--- src/common/rv32_decode_pkg.sv ---
/*
 * Shared types and encodings for the RV32I (16-register) instruction decoder.
 * Imported by every decoder block and visible to the testbench.
 */
package rv32_decode_pkg;

    typedef logic [31:0] word_t;
    typedef logic [3:0]  reg_idx_t;

    typedef struct packed {
        logic [6:0] funct7;
        logic [4:0] rs2;
        logic [4:0] rs1;
        logic [2:0] funct3;
        logic [4:0] rd;
        logic [6:0] opcode;
    } r_view_t;

    typedef struct packed {
        logic [19:0] upper;
        logic [4:0]  rd;
        logic [6:0]  opcode;
    } u_view_t;

    // Same 32-bit word seen as R-type fields or as U-type fields
    typedef union packed {
        r_view_t r;
        u_view_t u;
    } instr_word_t;

    typedef struct packed {
        logic op;
        logic opimm;
        logic load;
        logic store;
        logic auipc;
        logic branch;
        logic jal;
        logic jalr;
        logic lui;
        logic fence;          // FENCE and FENCE.I
        logic illegal_opcode;
    } opcode_class_t;

    typedef struct packed {
        logic reads_rs;
        logic writes_rd;
    } rf_use_t;

    typedef struct packed {
        logic     enable;
        reg_idx_t rs1;
        reg_idx_t rs2;
    } rd_rf_uop_t;

    typedef struct packed {
        logic       enable;
        logic       is_branch;
        logic       alt_op;   // SUB / SRA select
        logic [2:0] funct3;
    } ex_alu_uop_t;

    typedef struct packed {
        logic       enable;
        logic       is_store;
        logic [2:0] funct3;   // Access size and sign
    } ma_mem_uop_t;

    typedef struct packed {
        logic       enable;
        logic       valid;
        reg_idx_t   rd;
        logic [3:0] pad;
    } wb_rf_uop_t;

    typedef struct packed {
        logic       alu_a_pc;
        logic       alu_b_imm;
        logic [1:0] wb_sel;
        logic [1:0] pc_sel;
    } mux_sel_t;

    typedef struct packed {
        word_t       imm;
        rd_rf_uop_t  rd_rf;
        ex_alu_uop_t ex_alu;
        ma_mem_uop_t ma_mem;
        wb_rf_uop_t  wb_rf;
        mux_sel_t    mux_sel;
    } decode_out_t;

    localparam logic [6:0] OPCODE_OP     = 7'b0110011;
    localparam logic [6:0] OPCODE_OPIMM  = 7'b0010011;
    localparam logic [6:0] OPCODE_LOAD   = 7'b0000011;
    localparam logic [6:0] OPCODE_STORE  = 7'b0100011;
    localparam logic [6:0] OPCODE_AUIPC  = 7'b0010111;
    localparam logic [6:0] OPCODE_BRANCH = 7'b1100011;
    localparam logic [6:0] OPCODE_JAL    = 7'b1101111;
    localparam logic [6:0] OPCODE_JALR   = 7'b1100111;
    localparam logic [6:0] OPCODE_LUI    = 7'b0110111;
    localparam logic [6:0] OPCODE_FENCE  = 7'b0001111;
    localparam logic [6:0] OPCODE_SYSTEM = 7'b1110011;

    localparam logic [6:0] FUNCT7_ALT = 7'h20; // SUB, SRA, SRAI

    localparam logic [1:0] WB_SEL_ALU = 2'd0;
    localparam logic [1:0] WB_SEL_IMM = 2'd1;
    localparam logic [1:0] WB_SEL_MEM = 2'd2;
    localparam logic [1:0] WB_SEL_NPC = 2'd3;

    localparam logic [1:0] PC_SEL_NPC    = 2'd0;
    localparam logic [1:0] PC_SEL_REG    = 2'd1;
    localparam logic [1:0] PC_SEL_JUMP   = 2'd2;
    localparam logic [1:0] PC_SEL_BRANCH = 2'd3;

endpackage
--- src/verilog/rv32_decoder.sv ---
/*
 * Top level of the registered RV32I (16-register) decoder.
 * One instruction per strobed edge, results one cycle later.
 */
`timescale 1ns/1ps

module rv32_decoder (
    input                                clk,
    input                                reset_n,
    input                                available,
    input  rv32_decode_pkg::instr_word_t instr,
    output rv32_decode_pkg::decode_out_t decoded,
    output logic                         fault
);
    import rv32_decode_pkg::*;

    opcode_class_t op_class;
    rf_use_t       rf_use;
    logic          illegal;
    word_t         imm;

    opcode_classify u_classify (
        .instr    (instr),
        .op_class (op_class)
    );

    field_check u_check (
        .instr    (instr),
        .op_class (op_class),
        .rf_use   (rf_use),
        .illegal  (illegal)
    );

    imm_gen u_imm (
        .instr    (instr),
        .op_class (op_class),
        .imm      (imm)
    );

    microcode_issue u_issue (
        .clk       (clk),
        .reset_n   (reset_n),
        .available (available),
        .instr     (instr),
        .op_class  (op_class),
        .rf_use    (rf_use),
        .illegal   (illegal),
        .imm       (imm),
        .decoded   (decoded),
        .fault     (fault)
    );

endmodule

--- src/verilog/microcode_issue.sv ---
/*
 * Forms the per-stage micro-ops and mux selects and registers them.
 * Loads on available; a low strobe clears fault and holds the rest.
 */
`timescale 1ns/1ps

module microcode_issue (
    input                                  clk,
    input                                  reset_n,
    input                                  available,
    input  rv32_decode_pkg::instr_word_t   instr,
    input  rv32_decode_pkg::opcode_class_t op_class,
    input  rv32_decode_pkg::rf_use_t       rf_use,
    input                                  illegal,
    input  rv32_decode_pkg::word_t         imm,
    output rv32_decode_pkg::decode_out_t   decoded,
    output logic                           fault
);
    import rv32_decode_pkg::*;

    decode_out_t next;
    logic [2:0]  funct3;
    logic        uses_funct3;

    assign funct3 = instr.r.funct3;
    assign uses_funct3 = op_class.op | op_class.opimm | op_class.branch;

    always_comb begin
        next.imm = imm;

        next.rd_rf.enable = rf_use.reads_rs & ~illegal;
        next.rd_rf.rs1 = instr.r.rs1[3:0];
        next.rd_rf.rs2 = instr.r.rs2[3:0];

        next.ex_alu.enable = ~illegal & (op_class.op | op_class.opimm | op_class.branch |
            op_class.load | op_class.store | op_class.auipc | op_class.jalr);
        next.ex_alu.is_branch = op_class.branch;
        next.ex_alu.alt_op = instr.r.funct7[5] &
            ((op_class.op & (funct3 == 3'd0 || funct3 == 3'd5)) |
             (op_class.opimm & (funct3 == 3'd5)));
        next.ex_alu.funct3 = uses_funct3 ? funct3 : 3'd0; // Loads, stores and jumps just add

        next.ma_mem.enable = ~illegal & (op_class.load | op_class.store);
        next.ma_mem.is_store = op_class.store;
        next.ma_mem.funct3 = funct3;

        next.wb_rf.enable = rf_use.writes_rd & ~illegal;
        next.wb_rf.valid = 1'b1;
        next.wb_rf.rd = instr.u.rd[3:0];
        next.wb_rf.pad = 4'd0;

        next.mux_sel.alu_a_pc = op_class.auipc;
        next.mux_sel.alu_b_imm = ~(op_class.op | op_class.branch);

        if (op_class.load) begin
            next.mux_sel.wb_sel = WB_SEL_MEM;
        end else if (op_class.jal || op_class.jalr) begin
            next.mux_sel.wb_sel = WB_SEL_NPC; // Link address
        end else if (op_class.lui) begin
            next.mux_sel.wb_sel = WB_SEL_IMM;
        end else begin
            next.mux_sel.wb_sel = WB_SEL_ALU;
        end

        if (op_class.jalr) begin
            next.mux_sel.pc_sel = PC_SEL_REG;
        end else if (op_class.jal) begin
            next.mux_sel.pc_sel = PC_SEL_JUMP;
        end else if (op_class.branch) begin
            next.mux_sel.pc_sel = PC_SEL_BRANCH;
        end else begin
            next.mux_sel.pc_sel = PC_SEL_NPC;
        end
    end

    always_ff @(posedge clk) begin
        if (!reset_n) begin
            fault <= 1'b0;
            decoded.rd_rf.enable <= 1'b0;
            decoded.ex_alu.enable <= 1'b0;
            decoded.ma_mem.enable <= 1'b0;
            decoded.wb_rf.enable <= 1'b0;
        end else if (available) begin
            decoded <= next;
            fault <= illegal;
        end else begin
            fault <= 1'b0; // Fault is a one-cycle pulse
        end
    end

endmodule

--- src/verilog/imm_gen.sv ---
/*
 * Builds the 32-bit immediate from the instruction word.
 * Format is picked from the opcode class; I format is the fallback.
 */
`timescale 1ns/1ps

module imm_gen (
    input  rv32_decode_pkg::instr_word_t   instr,
    input  rv32_decode_pkg::opcode_class_t op_class,
    output rv32_decode_pkg::word_t         imm
);

    logic [6:0]  funct7;
    logic [4:0]  rs2;
    logic [4:0]  rs1;
    logic [2:0]  funct3;
    logic [4:0]  rd;
    logic [19:0] sign_fill;

    assign funct7 = instr.r.funct7;
    assign rs2 = instr.r.rs2;
    assign rs1 = instr.r.rs1;
    assign funct3 = instr.r.funct3;
    assign rd = instr.r.rd;
    assign sign_fill = {20{funct7[6]}}; // instr[31]

    always_comb begin
        if (op_class.lui || op_class.auipc) begin
            imm = {instr.u.upper, 12'b0};
        end else if (op_class.jal) begin
            imm = {sign_fill[11:0], rs1, funct3, rs2[0], funct7[5:0], rs2[4:1], 1'b0};
        end else if (op_class.branch) begin
            imm = {sign_fill, rd[0], funct7[5:0], rd[4:1], 1'b0};
        end else if (op_class.store) begin
            imm = {sign_fill, funct7, rd};
        end else begin
            imm = {sign_fill, funct7, rs2};
        end
    end

endmodule

--- src/verilog/field_check.sv ---
/*
 * Field legality checks for each instruction class, plus register-file use.
 * Every illegal-encoding condition of the decoder is evaluated here.
 */
`timescale 1ns/1ps

module field_check (
    input  rv32_decode_pkg::instr_word_t   instr,
    input  rv32_decode_pkg::opcode_class_t op_class,
    output rv32_decode_pkg::rf_use_t       rf_use,
    output logic                           illegal
);
    import rv32_decode_pkg::*;

    logic [2:0] funct3;
    logic [6:0] funct7;
    logic [4:0] rs1;
    logic [4:0] rs2;
    logic [4:0] rd;
    logic       is_shift;
    logic       bad_rs;
    logic       bad_rd;
    logic       bad_funct3;
    logic       bad_funct7;
    logic       bad_fence;

    assign funct3 = instr.r.funct3;
    assign funct7 = instr.r.funct7;
    assign rs1 = instr.r.rs1;
    assign rs2 = instr.r.rs2;
    assign rd = instr.u.rd;

    assign rf_use.reads_rs = ~(op_class.lui | op_class.auipc | op_class.jal | op_class.fence);
    assign rf_use.writes_rd = ~(op_class.store | op_class.branch | op_class.fence);

    // Only x0..x15 exist
    assign bad_rs = (rf_use.reads_rs & rs1[4]) |
        ((op_class.op | op_class.store | op_class.branch) & rs2[4]);
    assign bad_rd = rf_use.writes_rd & rd[4];

    always_comb begin
        bad_funct3 = 1'b0;
        if (op_class.store && funct3 >= 3'd3) begin
            bad_funct3 = 1'b1;
        end
        if (op_class.jalr && funct3 != 3'd0) begin
            bad_funct3 = 1'b1;
        end
        if (op_class.load && (funct3 == 3'd3 || funct3 == 3'd6 || funct3 == 3'd7)) begin
            bad_funct3 = 1'b1;
        end
        if (op_class.branch && (funct3 == 3'd2 || funct3 == 3'd3)) begin
            bad_funct3 = 1'b1;
        end
        if (op_class.fence && funct3 > 3'd1) begin
            bad_funct3 = 1'b1;
        end
    end

    assign is_shift = (funct3 == 3'd1) || (funct3 == 3'd5);

    always_comb begin
        bad_funct7 = 1'b0;
        if (op_class.op && funct7 != 7'd0) begin
            // Alternate encoding only for SUB and SRA
            bad_funct7 = !(funct7 == FUNCT7_ALT && (funct3 == 3'd0 || funct3 == 3'd5));
        end
        if (op_class.opimm && is_shift && funct7 != 7'd0) begin
            bad_funct7 = !(funct7 == FUNCT7_ALT && funct3 == 3'd5); // SRAI only
        end
    end

    // FENCE.I additionally needs rs2 and funct7 clear
    assign bad_fence = op_class.fence & ((rs1 != 5'd0) | (rd != 5'd0) | (funct7[6:3] != 4'd0) |
        (funct3[0] & ((rs2 != 5'd0) | (funct7 != 7'd0))));

    assign illegal = op_class.illegal_opcode | bad_rs | bad_rd | bad_funct3 | bad_funct7 |
        bad_fence;

endmodule

--- src/verilog/opcode_classify.sv ---
/*
 * Sorts the major opcode into one-hot instruction classes.
 * Anything unknown, compressed or SYSTEM raises illegal_opcode.
 */
`timescale 1ns/1ps

module opcode_classify (
    input  rv32_decode_pkg::instr_word_t   instr,
    output rv32_decode_pkg::opcode_class_t op_class
);
    import rv32_decode_pkg::*;

    logic [6:0] opcode;

    assign opcode = instr.r.opcode;

    always_comb begin
        op_class = '0;
        case (opcode)
            OPCODE_OP: begin
                op_class.op = 1'b1;
            end
            OPCODE_OPIMM: begin
                op_class.opimm = 1'b1;
            end
            OPCODE_LOAD: begin
                op_class.load = 1'b1;
            end
            OPCODE_STORE: begin
                op_class.store = 1'b1;
            end
            OPCODE_AUIPC: begin
                op_class.auipc = 1'b1;
            end
            OPCODE_BRANCH: begin
                op_class.branch = 1'b1;
            end
            OPCODE_JAL: begin
                op_class.jal = 1'b1;
            end
            OPCODE_JALR: begin
                op_class.jalr = 1'b1;
            end
            OPCODE_LUI: begin
                op_class.lui = 1'b1;
            end
            OPCODE_FENCE: begin
                op_class.fence = 1'b1;
            end
            OPCODE_SYSTEM: begin
                op_class.illegal_opcode = 1'b1; // No CSR or trap support
            end
            default: begin
                op_class.illegal_opcode = 1'b1; // Includes compressed encodings
            end
        endcase
    end

endmodule

--- config.mk ---
export PLATFORM = sky130hd
export DESIGN_NAME = rv32_decoder
export DESIGN_NICKNAME = d
export VERILOG_FILES = /design/src/common/rv32_decode_pkg.sv /design/src/verilog/rv32_decoder.sv /design/src/verilog/microcode_issue.sv /design/src/verilog/imm_gen.sv /design/src/verilog/field_check.sv /design/src/verilog/opcode_classify.sv
export SDC_FILE = /design/constraint.sdc
export NUM_CORES = 1
export LEC_CHECK = 0
export ABC_AREA = 1
export ABC_CLOCK_PERIOD_IN_PS = 2800
export BUFFER_PORTS_ARGS = -buffer_cell sky130_fd_sc_hd__buf_4
export CAP_MARGIN = 15
export CORE_UTILIZATION = 40
export CTS_CLUSTER_SIZE = 40
export DETAILED_ROUTE_END_ITERATION = 10
export PLACE_DENSITY = 0.69
export SETUP_SLACK_MARGIN = 0.15
export SLEW_MARGIN = 15
export SYNTH_ARGS = -nofsm -noshare
export SYNTH_HDL_FRONTEND = slang
export SYNTH_SLANG_ARGS = --single-unit
--- constraint.sdc ---
create_clock -name clk -period 2.8 [get_ports clk]
set_clock_uncertainty 0.15 [all_clocks]
set_input_delay 0.56 -clock clk [delete_from_list [all_inputs] [get_ports clk]]
set_output_delay 0.56 -clock clk [all_outputs]
set_load 0.05 [all_outputs]
== Word level (Yosys, flattened, before mapping) ==
Index checks and enable logic that the tools add are counted.
Storage, ports and cells
  register bits after elaboration: 64
  latch bits: 0
  memory bits (writable): 0
  bits in read-only memories: 0
  input bits: 35
  output and inout port bits: 69
  word-level logic and storage cells: 138
  memories: 0
Operators by class
  add/sub/neg operators: 0
  multipliers: 0
  divide/modulo/power cells: 0
  $lt $le $gt $ge: 2
  equal/unequal tests: 17
  shift-type cells: 0
  mux-type cells: 26
  bitwise logic cells: 42
  reductions and logical operators: 30
Operator list (count)
  $mux 31: 1
  $eq 7x6->1 const B: 4
  $or 1x1->1: 26
  $eq 7x7->1 const B: 3
  $mux 1: 20
  $mux 20: 1
  $reduce_bool 5->1: 3
  $eq 7x5->1 const B: 2
  $and 1x1->1: 12
  $mux 12: 1
  $logic_and 1x1->1: 10
  $reduce_or 10->1: 1
  $eq 3x3->1 const B: 3
  $eq 7x2->1 const B: 1
  $eq 7x4->1 const B: 1
  $logic_or 1x1->1: 7
  $reduce_bool 7->1: 1
  $eq 3x2->1 const B: 2
  $mux 5: 1
  $mux 2: 2
  $not 1->1: 4
  $reduce_bool 4->1: 1
  $eq 3x1->1 const B: 1
  $ge 3x2->1 const B: 1
  other kinds (7): 8

== Logic depth before layout (Yosys ltp) ==
  depth after elaboration: 15
  depth in mapped cells: 11
  depth with buffers taken out: 11

== Cells and area by module ==
Synthesis repeated with hierarchy kept, for this count alone.
Second synthesis, totals
  cell total of the unflattened synthesis: 320
  area, all modules: 3020.4 um2
Modules (own cells, without submodules)
  microcode_issue: times used 1, cells an instance 116, area each 2122.0 um2, sequential area each 1871.8 um2
  imm_gen: times used 1, cells an instance 89, area each 415.4 um2, sequential area each 0.0 um2
  field_check: times used 1, cells an instance 73, area each 307.8 um2, sequential area each 0.0 um2
  opcode_classify: times used 1, cells an instance 42, area each 175.2 um2, sequential area each 0.0 um2

== Worst setup path before layout ==
OpenSTA, ideal clock, no wires.
  path kind: input-to-reg
  start: in reset_n
  end: reg, netlist name u_issue.decoded[0]
  setup time: 413 ps
  arrival: 1768 ps
  setup slack: 469 ps
  cell stages on the path: 2
  path buffers: 0
  path through: nand2_1 -> inv_1
On the way
  longest elaborated chain between the ends: 1
RTL lines
  from (decl): RTL line rv32_decoder.sv:9  | input reset_n,
  $reduce_and 2->1 (no line)
No other way between the ends.
A chain may end at the register's enable or synchronous reset.

== Worst setup path in the final report ==
  start: in instr[1] in the netlist's numbering
  end: reg, netlist name u_issue.decoded[52]
On the way
  longest elaborated chain between the ends: 4
  elaborated cells on any way between the ends: 9
  those cells by class: eq/ne (3); mux (5); reduce/logical (1)
RTL lines
  from (decl): RTL line rv32_decoder.sv:11  | input rv32_decode_pkg::instr_word_t instr,
  $eq 7x7->1, or another cell as far along: RTL line opcode_classify.sv:19  | case (opcode)
  $mux 1: RTL line opcode_classify.sv:19
  $mux 20 or $logic_or 1x1->1 (tied branches): RTL line imm_gen.sv:30, imm_gen.sv:28
  $mux 31 *: RTL line imm_gen.sv:28  | if (op_class.lui || op_class.auipc) begin
  net imm[16]: RTL line rv32_decoder.sv:20  | word_t imm;
Mark *: on every way through the listed nets, which the timed path passes. The rest lies on a longest branch.

==> flow_metrics.py <==
metrics = {
    "status": {
        "status": "finished clean",
    },
    "clock_network": {
        "cts_tree": "done",
        "clk_pin_slew_ps": 70,
        "ctsHoldBuffers": 0,
        "cts_resized": 0,
        "post-cts-setup-buffer-count": 0,
        "cts_root_buf": "clkbuf_8",
        "clk_path_buf_depth": 2,
        "cts_inserted_buffers": 9,
        "clkLatencyLatePin_ps": 330,
        "htreeDepth": 3,
        "cts_num_sinks": 64,
    },
    "detailed_routing": {
        "vias": 2279,
        "ant_nets": 0,
        "drcViolationCount": 0,
        "routed_wl_um": 6579,
        "via_per_inst": 4.758,
        "dr.first_iter.drc_count": 183,
        "wl_per_cell_um": 13.73,
        "first_pass_iters": 4,
    },
    "power": {
        "p_per_area_nw_per_um2": 599.1,
        "p_leak_nw": 1.738,
        "vdd_drop_max_mv": 0.2498,
    },
    "min_path": {
        "whs_path_depth": 1,
        "min_to": "u_issue.decoded[27]",
        "hp-start": "instr[20]",
        "hp-class": "in2reg",
    },
    "cells_and_area": {
        "fin_nets": 413,
        "design_area_um2": 3910,
        "num_antenna_cells": 0,
        "final_cell_mix": "98 x buf_4, 59 x edfxtp_1, 48 x nand2_1",
        "area_delta_synth_final_pct": 35.22,
        "layout-drive-gt1-share_pct": 36.55,
        "layout.cells.most_common": "buf_4",
    },
    "logic_synthesis": {
        "synth.distinct_cells": 27,
        "synthCells": 273,
        "ys_warn_count": 0,
        "synth-seq-cells": 64,
        "syn_area_per_cell_um2": 10.59,
        "yosysSeqAreaShare_pct": 64.73,
        "synth_area_um2": 2892,
    },
    "global_routing": {
        "grt_max_degree": 60,
        "grt_overflow": 0,
        "antenna_found_initial": 0,
        "track_usage_pct": 17.73,
        "grt_pass1_wl_um": 10070,
        "first_global_vias": 2104,
    },
    "critical_path": {
        "cp_max_fo": 20,
        "cp_data_required_time_ps": 2720,
        "cp.arrival_ps": 1810,
        "ff2ff_path_depth": 2,
        "r2r-start": "u_issue.decoded[15]",
        "rrSetupSlack_ps": 2030,
        "cp-end-kind": "register",
        "regToRegEndpoint": "u_issue.decoded[15]",
        "crit_path_start_kind": "input port",
        "critical_path_class": "in2reg",
    },
    "sta": {
        "final.min_clock_period_ps": 1889,
        "rsz0062_at_grt": "false",
        "fin_tns_setup_ps": 0,
        "slew_violations": 0,
        "fmax_mhz": 529.4,
        "finalSetupViolCount": 0,
        "timing.final.crit_share_pct": 67.47,
        "hold_viol_final": 0,
    },
    "floorplanning": {
        "row_count": 30,
        "start_util_pct": 41.87,
        "die_area_um2": 7572,
        "io_pins": 104,
        "die_w_um": 87.02,
        "core-area_um2": 6907,
        "die_h_um": 87.02,
    },
    "placement": {
        "placed_area_um2": 3722,
        "port_buffers": 98,
        "finalWeightedCongestion": 0.8898,
        "dp_hpwl_um": 4781,
    },
    "job": {
        "drv_cap": 0,
    },
}
## area by class of cell
type	count	area (um2)
Inverter	38	142.6
Sequential cell	64	1872
Timing Repair Buffer	99	755.7
Multi-Input combinational cell	166	832.0
Clock buffer	10	127.6
Tap cell	96	120.1
Clock inverter	6	60.06
Fill cell	646	2997
## power by group
| part | internal, W | switching [W] |
|---|---|---|
| sequential | 0.00111 | 0.0000168 |
| combinational | 0.000127 | 0.000329 |
| clock | 0.000406 | 0.000355 |
| total | 0.00164 | 0.000701 |
## worst max-delay path by stage
stage / start / end / slack [ps] / cells past startpoint
after CTS: instr[1] / u_issue.decoded[49] / 920 / 8
after global placement: instr[1] / u_issue.decoded[54] / 600 / 8
final: instr[1] / u_issue.decoded[52] / 910 / 8
after floorplan: reset_n / u_issue.decoded[0] / 470 / 2
after detailed placement: instr[1] / u_issue.decoded[48] / 560 / 8
after global routing: instr[2] / u_issue.decoded[50] / 740 / 8
## kinds of logic after synthesis
logic type,synth area share (%)
AOI/OAI and AO/OA,6.967
buffers and inverters,6.880
other,0.2597
and+or+nand+nor,21.16
DFF,64.73
## synth_stat cells
master | number | area share, %
o22ai_1 | 1 | 0.22
nand3b_1 | 1 | 0.26
inv_1 | 33 | 4.3
nand3_2 | 2 | 0.69
a21oi_1 | 12 | 2.1
a2111oi_0 | 1 | 0.30
nor2_8 | 1 | 0.69
o21ai_0 | 24 | 4.2
inv_2 | 5 | 0.65
nor2_1 | 34 | 4.4
nor2_4 | 4 | 1.6
edfxtp_1 | 59 | 61
a31oi_1 | 1 | 0.22
clkbuf_1 | 2 | 0.26
nand2_4 | 4 | 1.6
dfxtp_1 | 5 | 3.5
nor2_2 | 4 | 0.87
and2_0 | 1 | 0.22
nand4_1 | 2 | 0.43
nand3_4 | 1 | 0.61
buf_6 | 1 | 0.39
nand2_1 | 48 | 6.2
nand2_2 | 4 | 0.87
nor3_1 | 4 | 0.69
buf_4 | 5 | 1.3
nand3_1 | 12 | 2.1
conb_1 | 2 | 0.26
## sequential cells by signal, indices dropped and copies added, names as in the netlist
| name | flops |
|---|---|
| u_issue.decoded | 63 |
| u_issue.fault | 1 |
## worst max-delay path, cell delays in order
cell,delay (ps)
buf_4,80
nand2_2,100
inv_2,90
nand3_2,330
nand2_4,230
inv_2,90
nand2_1,200
o21ai_0,130
## per-layer routing
layer | routed length [um] | GRT usage (%)
met4 | 111 | 6.212
met3 | 569 | 4.834
met5 | 0 | 0
met2 | 3117 | 29.56
met1 | 2781 | 22.17
## metrics by stage
stage	power (W)	utilization [%]	setup WS [ps]	hold slack, ps	instances
final	0.002343	56.61	910.9	259.7	479
after global routing	0.002417	56.61	739.3	248.5	479
after global placement	0.001599	53.89	603.5	319.9	463
after detailed placement	0.001603	53.89	561.6	320.9	463
after floorplan	0.001449	-	469.0	508.9	276
after CTS	0.002351	56.61	916.8	250.7	479
Note: power is estimated with default switching activity, not from simulation.
